--- config.mk ---
export PLATFORM = sky130hd
export DESIGN_NAME = user_logic
export DESIGN_NICKNAME = d
export VERILOG_FILES = /design/src/design/puzzle_pkg.sv /design/src/design/tap_decoder.sv /design/src/design/line_decoder.sv /design/src/design/area_compute.sv /design/src/design/tap_encoder.sv /design/src/design/user_logic.sv
export SDC_FILE = /design/constraint.sdc
export NUM_CORES = 1
export LEC_CHECK = 0
export BUFFER_PORTS_ARGS = -buffer_cell sky130_fd_sc_hd__buf_2
export CAP_MARGIN = 20
export CORE_ASPECT_RATIO = 0.75
export CORE_UTILIZATION = 60
export DETAILED_ROUTE_END_ITERATION = 8
export PLACE_DENSITY = 0.87
export RECOVER_POWER = 25
export SLEW_MARGIN = 20
export SYNTH_ARGS = -nofsm -noshare
export SYNTH_HDL_FRONTEND = slang
export SYNTH_SLANG_ARGS = --single-unit
--- constraint.sdc ---
create_clock -name tck -period 7.76 [get_ports tck]
set_input_delay 0.388 -clock tck [delete_from_list [all_inputs] [get_ports tck]]
set_output_delay 0.388 -clock tck [all_outputs]
set_load 0.05 [all_outputs]
--- src/design/puzzle_pkg.sv ---
`default_nettype none

package puzzle_pkg;

    // Character and dimension widths
    localparam int byte_width = 8;
    localparam int size_width = 8;

    // One face area holds the full product of two dimensions
    localparam int product_width = 2 * size_width;

    // Per-box area and the running total
    localparam int result_width = 32;

    // Fields per line: length, width, height
    localparam int field_count = 3;
    localparam int field_index_width = $clog2(field_count);
    localparam logic [field_index_width-1:0] last_field = field_index_width'(field_count - 1);

    // Decimal digit range
    localparam logic [byte_width-1:0] char_zero = 8'h30;
    localparam logic [byte_width-1:0] char_nine = 8'h39;

    // Field separator
    localparam logic [byte_width-1:0] char_x = 8'h78;

    // End of one box line
    localparam logic [byte_width-1:0] char_newline = 8'h0A;

    // End of the whole transmission
    localparam logic [byte_width-1:0] char_eot = 8'h04;

endpackage

`default_nettype wire

--- src/design/tap_decoder.sv ---
`timescale 1ns/1ns
`default_nettype none

module tap_decoder (
    input  wire                               tck,
    input  wire                               arst_n,
    input  wire                               tdi,
    input  wire                               test_logic_reset,
    input  wire                               ir_is_user,
    input  wire                               shift_dr,
    input  wire                               update_dr,
    output logic                              valid,
    output logic [puzzle_pkg::byte_width-1:0] data
);

    logic [puzzle_pkg::byte_width-1:0] shift_reg;
    logic user_shift;
    logic user_update;

    // Only scans with the user instruction selected count
    assign user_shift  = ir_is_user && shift_dr;
    assign user_update = ir_is_user && update_dr;

    // Host sends LSB first, so new bits enter at the top
    always_ff @(posedge tck) begin
        if (user_shift) begin
            shift_reg <= {tdi, shift_reg[puzzle_pkg::byte_width-1:1]};
        end
    end

    // Byte handed on at update, held until the next one
    always_ff @(posedge tck) begin
        if (user_update) begin
            data <= shift_reg;
        end
    end

    // Strobe lasts exactly the cycle after update
    always_ff @(posedge tck or negedge arst_n) begin
        if (!arst_n) begin
            valid <= 1'b0;
        end else if (test_logic_reset) begin
            valid <= 1'b0;
        end else begin
            valid <= user_update;
        end
    end

endmodule

`default_nettype wire

--- src/design/line_decoder.sv ---
`timescale 1ns/1ns
`default_nettype none

module line_decoder (
    input  wire                               tck,
    input  wire                               arst_n,
    input  wire                               test_logic_reset,
    input  wire                               inbound_valid,
    input  wire  [puzzle_pkg::byte_width-1:0] inbound_byte,
    output logic                              end_of_file,
    output logic                              size_valid,
    output logic [puzzle_pkg::size_width-1:0] length,
    output logic [puzzle_pkg::size_width-1:0] width,
    output logic [puzzle_pkg::size_width-1:0] height
);

    // Decimal accumulators, one per field of the current line
    logic [puzzle_pkg::size_width-1:0] field [puzzle_pkg::field_count];
    logic [puzzle_pkg::field_index_width-1:0] field_index;

    logic is_digit;
    logic is_separator;
    logic is_newline;
    logic is_eot;
    logic [puzzle_pkg::size_width-1:0] digit_value;
    logic [puzzle_pkg::size_width-1:0] field_next;

    // Byte classification
    always_comb begin
        is_digit = (inbound_byte >= puzzle_pkg::char_zero)
                && (inbound_byte <= puzzle_pkg::char_nine);
        is_separator = (inbound_byte == puzzle_pkg::char_x);
        is_newline = (inbound_byte == puzzle_pkg::char_newline);
        is_eot = (inbound_byte == puzzle_pkg::char_eot);
    end

    // Times ten plus digit, wrapping at the field width
    always_comb begin
        digit_value = inbound_byte - puzzle_pkg::char_zero;
        field_next = field[field_index] * 8'd10 + digit_value;
    end

    always_ff @(posedge tck or negedge arst_n) begin
        if (!arst_n) begin
            field_index <= '0;
            for (int i = 0; i < puzzle_pkg::field_count; i++) begin
                field[i] <= '0;
            end
        end else if (test_logic_reset) begin
            field_index <= '0;
            for (int i = 0; i < puzzle_pkg::field_count; i++) begin
                field[i] <= '0;
            end
        end else if (inbound_valid) begin
            if (is_digit) begin
                field[field_index] <= field_next;
            end else if (is_separator) begin
                // Extra separators stay on the last field
                if (field_index < puzzle_pkg::last_field) begin
                    field_index <= field_index + 1'b1;
                end
            end else if (is_newline) begin
                field_index <= '0;
                for (int i = 0; i < puzzle_pkg::field_count; i++) begin
                    field[i] <= '0;
                end
            end
        end
    end

    // Dimensions latched at the newline so the fields can start over
    always_ff @(posedge tck) begin
        if (inbound_valid && is_newline) begin
            length <= field[0];
            width  <= field[1];
            height <= field[2];
        end
    end

    always_ff @(posedge tck or negedge arst_n) begin
        if (!arst_n) begin
            size_valid  <= 1'b0;
            end_of_file <= 1'b0;
        end else if (test_logic_reset) begin
            size_valid  <= 1'b0;
            end_of_file <= 1'b0;
        end else begin
            size_valid <= inbound_valid && is_newline;
            // Sticky until the next reset
            if (inbound_valid && is_eot) begin
                end_of_file <= 1'b1;
            end
        end
    end

endmodule

`default_nettype wire

--- src/design/area_compute.sv ---
`timescale 1ns/1ns
`default_nettype none

module area_compute (
    input  wire                                 tck,
    input  wire                                 arst_n,
    input  wire                                 size_valid,
    input  wire  [puzzle_pkg::size_width-1:0]   length,
    input  wire  [puzzle_pkg::size_width-1:0]   width,
    input  wire  [puzzle_pkg::size_width-1:0]   height,
    output logic                                area_valid,
    output logic [puzzle_pkg::result_width-1:0] area_value
);

    logic [puzzle_pkg::product_width-1:0] length_ext;
    logic [puzzle_pkg::product_width-1:0] width_ext;
    logic [puzzle_pkg::product_width-1:0] height_ext;

    // Stage 1 registers
    logic                                 face_valid;
    logic [puzzle_pkg::product_width-1:0] face_lw;
    logic [puzzle_pkg::product_width-1:0] face_wh;
    logic [puzzle_pkg::product_width-1:0] face_hl;

    // Stage 2 combinational terms
    logic [puzzle_pkg::product_width-1:0] smallest;
    logic [puzzle_pkg::result_width-1:0]  face_sum;
    logic [puzzle_pkg::result_width-1:0]  slack;

    // Widen first so each product keeps all its bits
    assign length_ext = {{puzzle_pkg::size_width{1'b0}}, length};
    assign width_ext  = {{puzzle_pkg::size_width{1'b0}}, width};
    assign height_ext = {{puzzle_pkg::size_width{1'b0}}, height};

    always_ff @(posedge tck) begin
        face_lw <= length_ext * width_ext;
        face_wh <= width_ext * height_ext;
        face_hl <= height_ext * length_ext;
    end

    // Smallest face is the slack added to the paper
    always_comb begin
        smallest = face_lw;
        if (face_wh < smallest) begin
            smallest = face_wh;
        end
        if (face_hl < smallest) begin
            smallest = face_hl;
        end
    end

    always_comb begin
        face_sum = {{(puzzle_pkg::result_width - puzzle_pkg::product_width){1'b0}}, face_lw}
                 + {{(puzzle_pkg::result_width - puzzle_pkg::product_width){1'b0}}, face_wh}
                 + {{(puzzle_pkg::result_width - puzzle_pkg::product_width){1'b0}}, face_hl};
        slack = {{(puzzle_pkg::result_width - puzzle_pkg::product_width){1'b0}}, smallest};
    end

    always_ff @(posedge tck) begin
        area_value <= (face_sum << 1) + slack;
    end

    // Valid bits track the two boxes that may be in flight
    always_ff @(posedge tck or negedge arst_n) begin
        if (!arst_n) begin
            face_valid <= 1'b0;
            area_valid <= 1'b0;
        end else begin
            face_valid <= size_valid;
            area_valid <= face_valid;
        end
    end

endmodule

`default_nettype wire

--- src/design/tap_encoder.sv ---
`timescale 1ns/1ns
`default_nettype none

module tap_encoder (
    input  wire                                 tck,
    input  wire                                 arst_n,
    input  wire                                 test_logic_reset,
    input  wire                                 ir_is_user,
    input  wire                                 capture_dr,
    input  wire                                 shift_dr,
    input  wire                                 valid,
    input  wire  [puzzle_pkg::result_width-1:0] data,
    output logic                                tdo
);

    logic [puzzle_pkg::result_width-1:0] shift_reg;
    logic user_capture;
    logic user_shift;

    assign user_capture = ir_is_user && capture_dr;
    assign user_shift   = ir_is_user && shift_dr;

    always_ff @(posedge tck or negedge arst_n) begin
        if (!arst_n) begin
            shift_reg <= '0;
        end else if (test_logic_reset) begin
            shift_reg <= '0;
        end else if (user_capture) begin
            // Nothing to report until the total is final
            shift_reg <= valid ? data : '0;
        end else if (user_shift) begin
            shift_reg <= {1'b0, shift_reg[puzzle_pkg::result_width-1:1]};
        end
    end

    // LSB leads, visible right after capture
    assign tdo = shift_reg[0];

endmodule

`default_nettype wire

--- src/design/user_logic.sv ---
`timescale 1ns/1ns
`default_nettype none

module user_logic (
    input  wire  tck,
    input  wire  arst_n,
    input  wire  tdi,
    input  wire  test_logic_reset,
    // Accepted for TAP compatibility, not needed here
    input  wire  run_test_idle,
    input  wire  ir_is_user,
    input  wire  capture_dr,
    input  wire  shift_dr,
    input  wire  update_dr,
    output logic tdo
);

    // Inbound bytes from the TAP
    logic                              inbound_valid;
    logic [puzzle_pkg::byte_width-1:0] inbound_data;

    // Decoded box dimensions
    logic                              end_of_file;
    logic                              size_valid;
    logic [puzzle_pkg::size_width-1:0] length;
    logic [puzzle_pkg::size_width-1:0] width;
    logic [puzzle_pkg::size_width-1:0] height;

    // Per-box area
    logic                                area_valid;
    logic [puzzle_pkg::result_width-1:0] area_value;

    // Running total toward the TAP
    logic                                outbound_valid;
    logic [puzzle_pkg::result_width-1:0] outbound_data;

    tap_decoder tap_decoder_inst (
        .tck              (tck),
        .arst_n           (arst_n),
        .tdi              (tdi),
        .test_logic_reset (test_logic_reset),
        .ir_is_user       (ir_is_user),
        .shift_dr         (shift_dr),
        .update_dr        (update_dr),
        .valid            (inbound_valid),
        .data             (inbound_data)
    );

    line_decoder line_decoder_inst (
        .tck              (tck),
        .arst_n           (arst_n),
        .test_logic_reset (test_logic_reset),
        .inbound_valid    (inbound_valid),
        .inbound_byte     (inbound_data),
        .end_of_file      (end_of_file),
        .size_valid       (size_valid),
        .length           (length),
        .width            (width),
        .height           (height)
    );

    area_compute area_compute_inst (
        .tck        (tck),
        .arst_n     (arst_n),
        .size_valid (size_valid),
        .length     (length),
        .width      (width),
        .height     (height),
        .area_valid (area_valid),
        .area_value (area_value)
    );

    // Accumulator, one box per strobe
    always_ff @(posedge tck or negedge arst_n) begin
        if (!arst_n) begin
            outbound_data  <= '0;
            outbound_valid <= 1'b0;
        end else if (test_logic_reset) begin
            outbound_data  <= '0;
            outbound_valid <= 1'b0;
        end else begin
            if (area_valid) begin
                outbound_data <= outbound_data + area_value;
            end
            // Total readable only once EOT has been seen
            outbound_valid <= end_of_file;
        end
    end

    tap_encoder tap_encoder_inst (
        .tck              (tck),
        .arst_n           (arst_n),
        .test_logic_reset (test_logic_reset),
        .ir_is_user       (ir_is_user),
        .capture_dr       (capture_dr),
        .shift_dr         (shift_dr),
        .valid            (outbound_valid),
        .data             (outbound_data),
        .tdo              (tdo)
    );

endmodule

`default_nettype wire

======== After elaboration in Yosys (flattened, before gate mapping) ========
Cells that the tools add are included.
operators by class
  $add $sub $neg .......................... 7
  multiply operators ...................... 4
  magnitude comparators ................... 7
  eq/ne operators ......................... 6
  mux-type cells .......................... 30
  bitwise operators ....................... 1
  reduce and logical (&&, ||, !) cells .... 15
operators by type and width
  operator                                                            count
  two-way mux 32 bit                                                  6
  two-way mux 24 bit                                                  5
  multiplier 8 x 8 -> 16 bit                                          3
  adder 32 x 16 -> 32 bit                                             1
  adder 32 bit                                                        1
  < comparator 16 bit                                                 2
  two-way mux 16 bit                                                  2
  adder 31 x 16 -> 31 bit                                             1
  bitwise mux 24 bit                                                  1
  two-way mux 8 bit                                                   3
  adder 16 x 16 -> 17 bit                                             1
  binary-select mux 8 bit (select 2 bit)                              1
  demux 8 bit (select 2 bit)                                          1
  two-way mux 2 bit                                                   6
  nonzero test 3 bit                                                  3
  adder 8 bit                                                         1
  == test 8 x 3 -> 1 bit (second input constant)                      1
  == test 8 x 4 -> 1 bit (second input constant)                      1
  == test 8 x 7 -> 1 bit (second input constant)                      1
  greater-or-equal comparator 8 x 6 -> 1 bit (second input constant)  1
  less-or-equal comparator 8 x 6 -> 1 bit (second input constant)     1
  multiplier 8 x 3 -> 7 bit (second input constant)                   1
  subtractor 8 x 6 -> 8 bit (second input constant)                   1
  logical AND 1 bit                                                   7
  other kinds (12)                                                    18
storage, ports and cells
  bits in registers ....................... 216
  output and inout port bits .............. 1
  word-level logic and storage cells ...... 91

======== Logic depth before layout (Yosys ltp) ========
Gate-level depths: netlist of the first run.
  word-level depth ........................ 10
  mapped depth ............................ 32
  depth with buffers taken out ............ 29

======== Cells and area by module ========
Synthesis of the first run repeated with hierarchy kept, for this count alone.
second synthesis, totals
  cells, all modules ...................... 1892
  area, all modules ....................... 18556.5 µm²
modules (own cells, without submodules)
  module        times used  cells each  area each (µm²)  sequential area each (µm²)
  area_compute  1           1165        10472.5          1411.4
  user_logic    1           366         3095.5           825.8
  line_decoder  1           190         2563.7           1421.4
  tap_encoder   1           151         1898.1           800.8
  tap_decoder   1           20          526.8            505.5

======== Worst setup path after synthesis of the first run ========
Ideal clock, no wire load.
  path type ............................... register -> register
  from .................................... register area_compute_inst.face_lw[7] (netlist bit)
  to ...................................... register area_compute_inst.area_value[17] (netlist bit)
  arrival time ............................ 5616 ps
  data required time ...................... 7688 ps
  slack ................................... 2072 ps
  cell stages (with the launch flop) ...... 32
  cells stage by stage .................... dfxtp_1 > inv_1 > ha_1 > a211o_1 > a21oi_1 > o21bai_1 > a31oi_1 > o221a_2 > clkbuf_1 > nor2_1 > a21oi_1 > ha_1 > a21o_1 > a21o_1 > a211o_1 > a21oi_1 > o211ai_1 > nor3_1 > a21oi_4 > buf_8 > mux2i_1 > ha_1 > inv_1 > fa_1 > nor2b_1 > o21ai_0 > a21boi_0 > o21a_1 > a21bo_2 > a31oi_1 > nor3_1 > xnor2_1
between the ends
  longest elaborated chain between the ends .. 5
  elaborated cells between the ends (all ways) .. 7
RTL lines
  item                       line                RTL
  start, declared            area_compute.sv:21  logic [puzzle_pkg::product_width-1:0] face_lw;
  start signal, assigned     area_compute.sv:36  face_lw <= length_ext * width_ext;
  < comparator 16 bit        area_compute.sv:44  if (face_wh < smallest) begin
  two-way mux 16 bit         area_compute.sv:44
  < comparator 16 bit        area_compute.sv:47  if (face_hl < smallest) begin
  two-way mux 16 bit         area_compute.sv:47
  adder 32 x 16 -> 32 bit *  area_compute.sv:60  area_value <= (face_sum << 1) + slack;
  end signal, assigned       area_compute.sv:60
  end, declared              area_compute.sv:12  output logic [puzzle_pkg::result_width-1:0] area_value
Mark *: on every way between the ends. The rest lies on a longest branch, timed or not.
A chain may end at the register's enable or synchronous reset.

======== Worst setup path after layout of the first run ========
  from .................................... register area_compute_inst.face_lw[7] (netlist bit)
  to ...................................... register area_compute_inst.area_value[18] (netlist bit)
Same word-level chain as after synthesis.

==> implementation parameters, run 1 <==
Parameter                              Value

Floorplan
  Overall die width ... around 200 um
  Io pins ... 10
  Starting density of the core ... 0.6197
  Row count ... 53
  Floorplan Core Area ... roughly 28000 sq um
  DIE AREA ... 30080 sq um
  Height of the die ... around 150 um

Global route
  Global-route wire length before repair ... about 67 mm
  Grt total ovfl ... 0
  Antenna violations before repair ... 0
  GRT Total Usage ... 0.2780
  Largest net degree at the start of global routing ... between 70 and 80
  Number of global-route vias before repair ... 13605

Layout
  Post-route cell area ... 18660 sq um
  Layout Nets ... 2229
  Final Instance Count excl. Fillers ... 2279
  Growth of design area from synthesis to finish ... 5.827%
  Final core utilization ... 0.6558
  Area used by multi-input combinational logic ... 11600 sq um
  Area used by sequential logic in the layout ... 4967 sq um
  Fillers ... ~2200
  Layout cells sized above 1 ... 0.03696
  Count of antenna diodes in the layout ... 0

Route
  Total number of vias ... approximately 14000
  DRC violation count after routing ... 0
  Routed Wire Length ... 40.11 mm
  Violation count after the first detailed-routing iteration ... 965
  DRT Pass-1 Iters ... 6
  Average via count per standard cell ... 5.951
  Drt wl/cell ... about 18 um
  Antenna Violating Nets Remaining ... 0

Synth
  #FFs+latches synth ... 204
  Synth area leader ... ha_1
  Cell types with the largest area share after synthesis ... ha_1, dfrtp_1, fa_1, dfxtp_1, edfxtp_1
  Unique cell type count in the Yosys netlist ... 74
  Number of flops mapped to enable cells by yosys ... 40
  Area of the mapped netlist ... about 18000 sq um
  Synthesized Nets ... approximately 2300
  Count of mapped cells out of synthesis ... between 1500 and 2000
  Portion of synthesized cell area occupied by the leading cell type ... 0.1611
  Commonest cells in the netlist ... ha_1, inv_1, nand2_1
  Synthesis Warnings ... 0
  Proportion of register bits with asynchronous set or reset after synthesis ... 0.4706
  Part of the Yosys area used for sequential elements ... 0.2816
  Leading cell type by number of instances after synthesis ... ha_1
  Mean area per synthesized cell ... 9.264 sq um
  Dominant register cell in the synthesized netlist ... dfrtp_1

Worst setup path
  Origin of the critical flop-to-flop path ... area_compute_inst.face_lw[7]
  Startpoint type of the worst setup path ... flop
  Worst endpoint required time ... 8170 ps
  CP startpoint ... area_compute_inst.face_lw[7]
  Reg2reg setup slack ... 810 ps
  Arrival time of data at the critical path endpoint ... 7360 ps
  Worst reg2reg path endpoint ... area_compute_inst.area_value[18]
  Worst setup path class ... flop to flop
  Crit-path max FO ... 31
  R2R depth ... 24
  Type of element capturing the critical path ... flop

Place
  Total cell area at the placement stage ... ~18000 sq um
  Cell total after placement ... 2240
  # port buffers ... 8
  GP Congestion ... 0.9137
  DPL Wire Length ... 29.29 mm
  Worst slack at placement ... 998.7 ps

Timing
  Hold Fails Final Rpt ... 0
  Number of pins with negative max-slew slack in the final report ... 120
  Setup repair after global routing missed its margin ... false
  Sum of negative setup slack ... 0 ps
  Final setup viols ... 0
  Maximum clock frequency ... about 140 MHz
  Relative slew margins ... -1.188
  Clock period minus worst slack ... 6952 ps
  Setup slack of the critical path after layout ... 807.5 ps
  Worst Max-Slew Pin Slew ... approximately 3300 ps
  Period utilisation layout ... 0.8959
  Worst hold slack ... 36.94 ps
  Layout Skew ... 9.507 ps

Outcome
  Outcome ... complete, but fails checks
  Violations in the final reports ... capacitance limit, slew limit

Clock tree
  Root Buffer Master ... clkbuf_16
  H-tree depth ... 1
  Number of sinks on the clock net ... 204
  Max Root-Sink Buffers ... 3
  Clk_lat worst skew ... 520 ps
  Clock tree from TritonCTS ... yes
  Count of instances resized after the clock tree is built ... 0
  Postcts setup bufs ... 0
  Clock transition at the registers of the reported paths ... 70 ps
  CTS buffer count ... 21

Worst hold path
  Capture endpoint of the worst hold path ... tap_decoder_inst.shift_reg[7]
  Startpoint of the tightest hold check path ... tdi
  Class of the tightest hold or removal check ... primary input to flop
  Hold Path Cell Cnt ... 1

Job
  Max_cap viols ... 2

Power and ir drop
  Worst-case vdd ir drop ... ~0.22 mV
  Power per cell area ... 123.1 nW/um^2
  Pleak ... 9.147 nW
  Total power after layout ... 2.297 mW
-- critical path: stages, from the launching register on --
cell and delay [ps]:
dfxtp_1 340, inv_1 60, ha_1 360, a211o_1 320
a21oi_1 120, o21bai_1 80, a31oi_1 270, o221a_2 670
a21oi_1 260, ha_1 390, nand4_1 160, or3_1 440
o211ai_1 210, nor3_1 140, a21oi_4 630, mux2_2 430
ha_1 290, a21o_1 200, a211oi_1 330, o21ai_0 260
a211oi_1 350, nor3_1 140, and3_1 200, o22ai_1 100
nand2_1 60
-- report_power, final --
part / switching [mW] / internal [mW]
logic: 0.0833 / 0.0444
registers: 0.0171 / 1.10
clock network: 0.448 / 0.599
-- layout by cell type, fill, tap and decap left out, types with 32 or more instances in the layout --
cell type	Yosys	layout
fa_1	114	114
dfxtp_1	68	68
edfxtp_1	40	40
o21ai_0	62	62
xnor2_1	80	80
dfrtp_1	96	94
a21o_1	35	35
nand2_1	200	198
a21oi_1	132	132
mux2i_1	32	32
nor2_1	101	100
inv_1	219	219
and2_1	124	123
ha_1	227	227
-- worst max path at each step --
| stage | end | slack [ps] | depth (start not counted) |
|---|---|---|---|
| 6_report | area_compute_inst.area_value[18] | 810 | 24 |
| 5_1_grt | area_compute_inst.area_value[17] | 360 | 29 |
| 3_3_place_gp | area_compute_inst.area_value[18] | 1160 | 24 |
| 3_5_place_dp | area_compute_inst.area_value[18] | 1000 | 24 |
| 2_1_floorplan | area_compute_inst.area_value[17] | 2070 | 31 |
| 4_1_cts | area_compute_inst.area_value[18] | 930 | 24 |
-- area by class of cell --
| type | instances | share of cell area |
|---|---|---|
| Timing Repair Buffer | 14 | 0.004359 |
| Tap cell | 385 | 0.02582 |
| Multi-Input combinational cell | 1418 | 0.6219 |
| Clock inverter | 10 | 0.006237 |
| Sequential cell | 204 | 0.2662 |
| Clock buffer | 28 | 0.03119 |
| Inverter | 220 | 0.04426 |
-- repair_timing --
| action | in CTS | in global routing |
|---|---|---|
| endpoints found under the hold margin | 41 | 0 |
| setup endpoints to repair | 0 | 0 |
| hold buffers | 1 | 0 |
-- layer usage --
metal	vias up	track usage	routed length [um]	share of wire
met4	0	0.08206	1039	0.026
met5	-	0	0	0
li1	6375	-	-	-
met3	88	0.04682	2908	0.073
met2	480	0.4418	18060	0.45
met1	6620	0.3900	18100	0.45
-- cells by family (layout without fill, tap and decap cells) --
kind of cell               after synthesis  after routing  synth area share
other                                    1              1         0.0002127
DFF                                    204            204            0.2816
buffers and inverters                  281            272           0.06097
muxes                                   36             36           0.02094
adders and majority gates              341            341            0.2906
AOI/OAI and AO/OA                      380            380            0.1410
xor gates and xnor gates                98             98           0.04869
and+or+nand+nor                        562            562            0.1560
Power figures use the tool's default switching activity.
==> run 2, diff against run 1 <==
- CTS_CLUSTER_SIZE: default -> 25
- HOLD_SLACK_MARGIN: default -> 0.1
- REMOVE_ABC_BUFFERS: default -> 1
==> run 2 against run 1 <==
Net effect:
- the flow still finishes with violations (capacitance limit, slew limit)
- combinational power about the same
- non-clock buffer count grew 3
- hold slack gained 130 ps
- count of clock-buffer cells in the layout is 2 higher
- die area stayed put
- flip-flop and latch count unchanged
- via count is 0.44% lower
==> implementation parameters, run 2 (synthesis results as in run 1) <==
Parameter                              Value

Floorplan
  Floorplan Core Area ... 28450 sq um
  Io pins ... 10
  Height of the die ... 150.5 um
  DIE AREA ... 30080 sq um
  Starting density of the core ... 0.6197
  Overall die width ... roughly 200 um
  Row count ... 53

Layout
  Post-route cell area ... 18640 sq um
  Final Instance Count excl. Fillers ... approximately 2300
  Layout Nets ... about 2200
  Final core utilization ... 0.6552
  Fillers ... 2124
  Most frequent standard cell in the layout excluding fill and tap cells ... ha_1
  Layout cells sized above 1 ... 0.03376
  Growth of design area from synthesis to finish ... 5.735%
  Leading cell types in the layout, fill and taps excluded ... ha_1, inv_1, nand2_1

Global route
  Number of global-route vias before repair ... 13616
  Largest net degree at the start of global routing ... 77
  Grt total ovfl ... 0
  Antenna violations before repair ... 3
  GRT Total Usage ... 0.2792
  Global-route wire length before repair ... between 60 and 70 mm

Worst setup path
  Crit-path max FO ... 31
  Worst endpoint required time ... roughly 8200 ps
  Startpoint type of the worst setup path ... flop
  CP startpoint ... area_compute_inst.face_lw[7]
  Arrival time of data at the critical path endpoint ... between 7000 and 8000 ps
  Slowest CP cell ... o221a_2
  Worst setup path class ... flop to flop
  Type of element capturing the critical path ... flop
  Worst path max stage delay ... between 600 and 700 ps
  Origin of the critical flop-to-flop path ... area_compute_inst.face_lw[7]

Timing
  Worst Max-Slew Pin Slew ... 3275 ps
  Hold Fails Final Rpt ... 0
  Clock period minus worst slack ... 6722 ps
  Setup repair after global routing missed its margin ... false
  Relative slew margins ... -1.183
  Layout Skew ... 19.62 ps
  Final setup viols ... 0
  Number of pins with negative max-slew slack in the final report ... between 70 and 80
  Sum of negative setup slack ... 0 ps
  Period utilisation layout ... 0.8663
  Maximum clock frequency ... 148.8 MHz
  Worst hold slack ... 171.2 ps
  Setup slack of the critical path after layout ... 1038 ps

Clock tree
  Clk_lat worst skew ... 520 ps
  Clock transition at the registers of the reported paths ... 60 ps
  Root Buffer Master ... clkbuf_16
  Clock tree from TritonCTS ... yes
  Number of sinks on the clock net ... 204
  Postcts setup bufs ... 0
  Max Root-Sink Buffers ... 3
  H-tree depth ... 1
  CTS buffer count ... 21

Route
  DRT Pass-1 Iters ... 5
  DRC violation count after routing ... 0
  Total number of vias ... 13503
  Drt wl/cell ... about 18 um
  Routed Wire Length ... between 40 and 50 mm
  Average via count per standard cell ... 5.917
  Antenna Violating Nets Remaining ... 0
  Violation count after the first detailed-routing iteration ... 1122

Power and ir drop
  Cell Int Power ... between 1.5 and 2 mW
  Share of total power in the clock network ... 0.440
  Pleak ... approximately 9.1 nW
  Net Sw Power ... around 530 uW
  Power per cell area ... 119.8 nW/um^2
  Worst-case vdd ir drop ... 0.1863 mV
  Fraction of power spent switching nets ... 0.2368
  Fraction of power consumed by sequential logic ... 0.503
  Total power after layout ... 2.233 mW
  Combinational fraction of design power ... 0.058

Outcome
  Outcome ... complete, but fails checks
  Violations in the final reports ... capacitance limit, slew limit

Worst hold path
  Class of the tightest hold or removal check ... primary input to flop
  Startpoint of the tightest hold check path ... capture_dr

Place
  Total cell area at the placement stage ... 17960 sq um
  Cell total after placement ... ~2200
  Worst slack at placement ... between 1000 and 1500 ps
  DPL Wire Length ... 29.54 mm
  GP Congestion ... 0.9194
  # port buffers ... 8

Job
  Max_cap viols ... 1
[run 2: layout make-up]
type                    instances  area, sq um  share of cell area
inverters                     220        825.8             0.04430
clock buffers                  30        579.3             0.03108
diodes                          1        2.502           0.0001342
well taps                     385        481.7             0.02584
multi-input cells            1418        11600              0.6226
flip-flops and latches        204         4965              0.2663
clock inverters                 7        67.56            0.003625
repair buffers                 17        113.9            0.006108
[run 2: what timing repair did]
action / CTS / global route
hold buffers: 2 / 0
endpoints found under the hold margin: 21 / 0
gates resized for setup: 0 / 0
[run 2: worst max-delay path, delay by kind of cell (launching register included)]
kind / cells / cell delay (ps)
multiplexers: 1 / 220
buffers and inverters: 2 / 110
flip-flops: 1 / 330
adder cells (fa/ha/maj): 4 / 1250
AO/OA/AOI/OAI: 17 / 3820
AND/OR/NAND/NOR: 4 / 780
XOR/XNOR: 1 / 130
[run 2: power by group through the flow]
stage,sequential (mW),combinational (mW),clock (mW)
after floorplan,1.14,0.0829,0
after detailed placement,1.14,0.125,0
after CTS,1.12,0.128,0.990
after global routing,1.12,0.143,1.03
after global placement,1.14,0.120,0
final,1.12,0.129,0.982
[run 2: worst paths after layout]
| kind | slack [ps] | cells after the start | endpoint |
|---|---|---|---|
| max | 1040 | 29 | area_compute_inst.area_value[17] |
| min | 170 | 3 | tap_encoder_inst.shift_reg[31] |
| max reg2reg | 1040 | 29 | area_compute_inst.area_value[17] |
| min reg2reg | 360 | 0 | area_compute_inst.face_valid |
| max in group asynchronous | 5480 | 3 | outbound_data[14] |
| min in group asynchronous | 660 | 2 | line_decoder_inst.field[11] |
[run 2: per-layer routing]
metal	global-route usage	part of all wire
met5	0	0
met3	0.05063	0.076
met1	0.3798	0.44
met2	0.4575	0.47
met4	0.07824	0.023
==> run 3, diff against run 2 <==
- BUFFER_PORTS_ARGS: -buffer_cell sky130_fd_sc_hd__buf_2 -> default
- DONT_BUFFER_PORTS: default -> 1
==> run 3 against run 2 <==
Net effect:
- the run still ends with capacitance limit, slew limit left
- clock power grew 0.5%
- global-route usage shrank 0.63 points
- total power is essentially flat
- sequential power is essentially flat
- routed wire length shrank 2.5%
- count of clock-buffer cells in the layout shrank 2
- design area shrank 0.11%
==> implementation parameters, run 3 (synthesis results as in run 1) <==
Parameter                              Value

Outcome
  Outcome ... complete, but fails checks
  Violations in the final reports ... capacitance limit, slew limit

Global route
  Grt total ovfl ... 0
  Largest net degree at the start of global routing ... 97
  GRT Total Usage ... 0.2729
  Antenna violations before repair ... 0
  Global-route wire length before repair ... 65.57 mm
  Number of global-route vias before repair ... 13251

Layout
  Count of antenna diodes in the layout ... 0
  Final Instance Count excl. Fillers ... 2271
  Most frequent standard cell in the layout excluding fill and tap cells ... ha_1
  Final core utilization ... 0.6545
  Growth of design area from synthesis to finish ... 5.621%
  Post-route cell area ... 18620 sq um
  Layout Nets ... 2222
  Layout cells sized above 1 ... 0.03128
  Leading cell types in the layout, fill and taps excluded ... ha_1, inv_1, nand2_1

Timing
  Maximum clock frequency ... 145.5 MHz
  Relative slew margins ... -2.415
  Clock period minus worst slack ... 6873 ps
  Setup repair after global routing missed its margin ... false
  Hold Fails Final Rpt ... 0
  Layout Skew ... around 18 ps
  Final setup viols ... 0
  Worst hold slack ... 150.5 ps
  Number of pins with negative max-slew slack in the final report ... 97
  Setup slack of the critical path after layout ... 886.8 ps
  Worst Max-Slew Pin Slew ... 5123 ps
  Period utilisation layout ... 0.8857
  Sum of negative setup slack ... 0 ps

Clock tree
  Clock transition at the registers of the reported paths ... around 70 ps
  Max Root-Sink Buffers ... 3
  Number of sinks on the clock net ... 204
  Count of instances resized after the clock tree is built ... 0
  Postcts setup bufs ... 0
  CTS buffer count ... 20
  H-tree depth ... 1
  Clk_lat worst skew ... 520 ps
  Clock tree from TritonCTS ... yes
  Root Buffer Master ... clkbuf_16

Worst hold path
  Startpoint of the tightest hold check path ... test_logic_reset
  Hold Path Cell Cnt ... 2
  Class of the tightest hold or removal check ... primary input to flop
  Capture endpoint of the worst hold path ... outbound_data[18]

Worst setup path
  Startpoint type of the worst setup path ... flop
  Origin of the critical flop-to-flop path ... area_compute_inst.face_lw[7]
  Arrival time of data at the critical path endpoint ... 7270 ps
  Worst endpoint required time ... 8160 ps
  Worst reg2reg path endpoint ... area_compute_inst.area_value[18]
  Type of element capturing the critical path ... flop
  Reg2reg setup slack ... 890 ps
  Worst setup path class ... flop to flop
  R2R depth ... 27
  Crit-path max FO ... 31

Floorplan
  Row count ... 53
  Floorplan Core Area ... 28450 sq um
  Starting density of the core ... 0.6197
  Height of the die ... 150.5 um
  Io pins ... 10
  DIE AREA ... roughly 30000 sq um
  Overall die width ... between 150 and 200 um

Place
  Cell total after placement ... approximately 2200
  GP Congestion ... 0.8869
  Total cell area at the placement stage ... 17880 sq um
  # port buffers ... 0
  DPL Wire Length ... 28.64 mm
  Worst slack at placement ... about 970 ps

Route
  Average via count per standard cell ... 5.906
  DRC violation count after routing ... 0
  Antenna Violating Nets Remaining ... 0
  DRT Pass-1 Iters ... 8
  Routed Wire Length ... between 30 and 40 mm
  Drt wl/cell ... 17.34 um
  Violation count after the first detailed-routing iteration ... 1003
  Total number of vias ... 13412

Job
  Max_cap viols ... 1

Power and ir drop
  Total power after layout ... 2.232 mW
  Worst-case vdd ir drop ... 0.2002 mV
  Power per cell area ... between 100 and 150 nW/um^2
  Pleak ... 9.103 nW
run 3: cell types whose count changed in the layout (fill, tap and decap cells not counted), sizes merged, moves of 2 or more:
cell	before	now
clkbuf	33	29
clkinv	3	5
dlygate4sd3	2	4
buf	12	3
run 3: timing repair:
item | in CTS | in global routing
endpoints found under the hold margin | 164 | 0
endpoints found under the setup margin | 0 | 0
hold buffers | 6 | 0
run 3: worst max-delay path by stage:
stage	start	endpoint	slack (ps)	depth (start not counted)
6_report	area_compute_inst.face_lw[7]	area_compute_inst.area_value[18]	890	27
5_1_grt	area_compute_inst.face_lw[8]	area_compute_inst.area_value[18]	370	27
4_1_cts	area_compute_inst.face_lw[7]	area_compute_inst.area_value[18]	960	27
3_5_place_dp	area_compute_inst.face_lw[7]	area_compute_inst.area_value[17]	970	29
3_3_place_gp	area_compute_inst.face_lw[7]	area_compute_inst.area_value[18]	1130	27
2_1_floorplan	area_compute_inst.face_lw[7]	area_compute_inst.area_value[17]	2140	29
run 3: critical path, cell delays in order, from the launching register on:
cell      delay, ps
dfxtp_1         330
inv_1            60
ha_1            370
a211o_1         330
a21oi_1         120
o21bai_1         70
a31oi_1         250
o221a_2         640
nor2_1           80
a21oi_1         250
ha_1            300
a21o_1          180
a21o_1          180
a211o_1         290
a21oi_1         200
o211ai_1        170
nor3_1          340
a21oi_4         260
mux2_2          330
ha_1            300
a21o_1          200
a211oi_1        360
o21ai_0         260
a211oi_1        340
nor3_1          150
and3_1          220
o22ai_1         120
nand2_1          80
run 3: layer usage:
| layer | vias to the layer above | routed length [um] | track usage |
|---|---|---|---|
| li1 | 6365 | - | - |
| met1 | 6547 | 18430 | 0.3988 |
| met2 | 434 | 17630 | 0.4292 |
| met3 | 66 | 2654 | 0.04122 |
| met4 | 0 | 667 | 0.05687 |
| met5 | - | 0 | 0 |
run 3: cell type report:
cell class | count | area [sq um]
clock buffers | 28 | 550.5
flip-flops and latches | 204 | 4967
well taps | 385 | 481.7
clock inverters | 8 | 106.4
repair buffers | 8 | 86.33
fillers | 2190 | 9828
inverters | 220 | 825.8
multi-input cells | 1418 | 11600
run 3: power breakdown:
part | switching (mW) | leakage, nW | total (mW) | internal (mW)
Clock | 0.420 | 0.317 | 0.987 | 0.567
Sequential | 0.0174 | 2.23 | 1.12 | 1.10
Combinational | 0.0789 | 6.55 | 0.123 | 0.0443
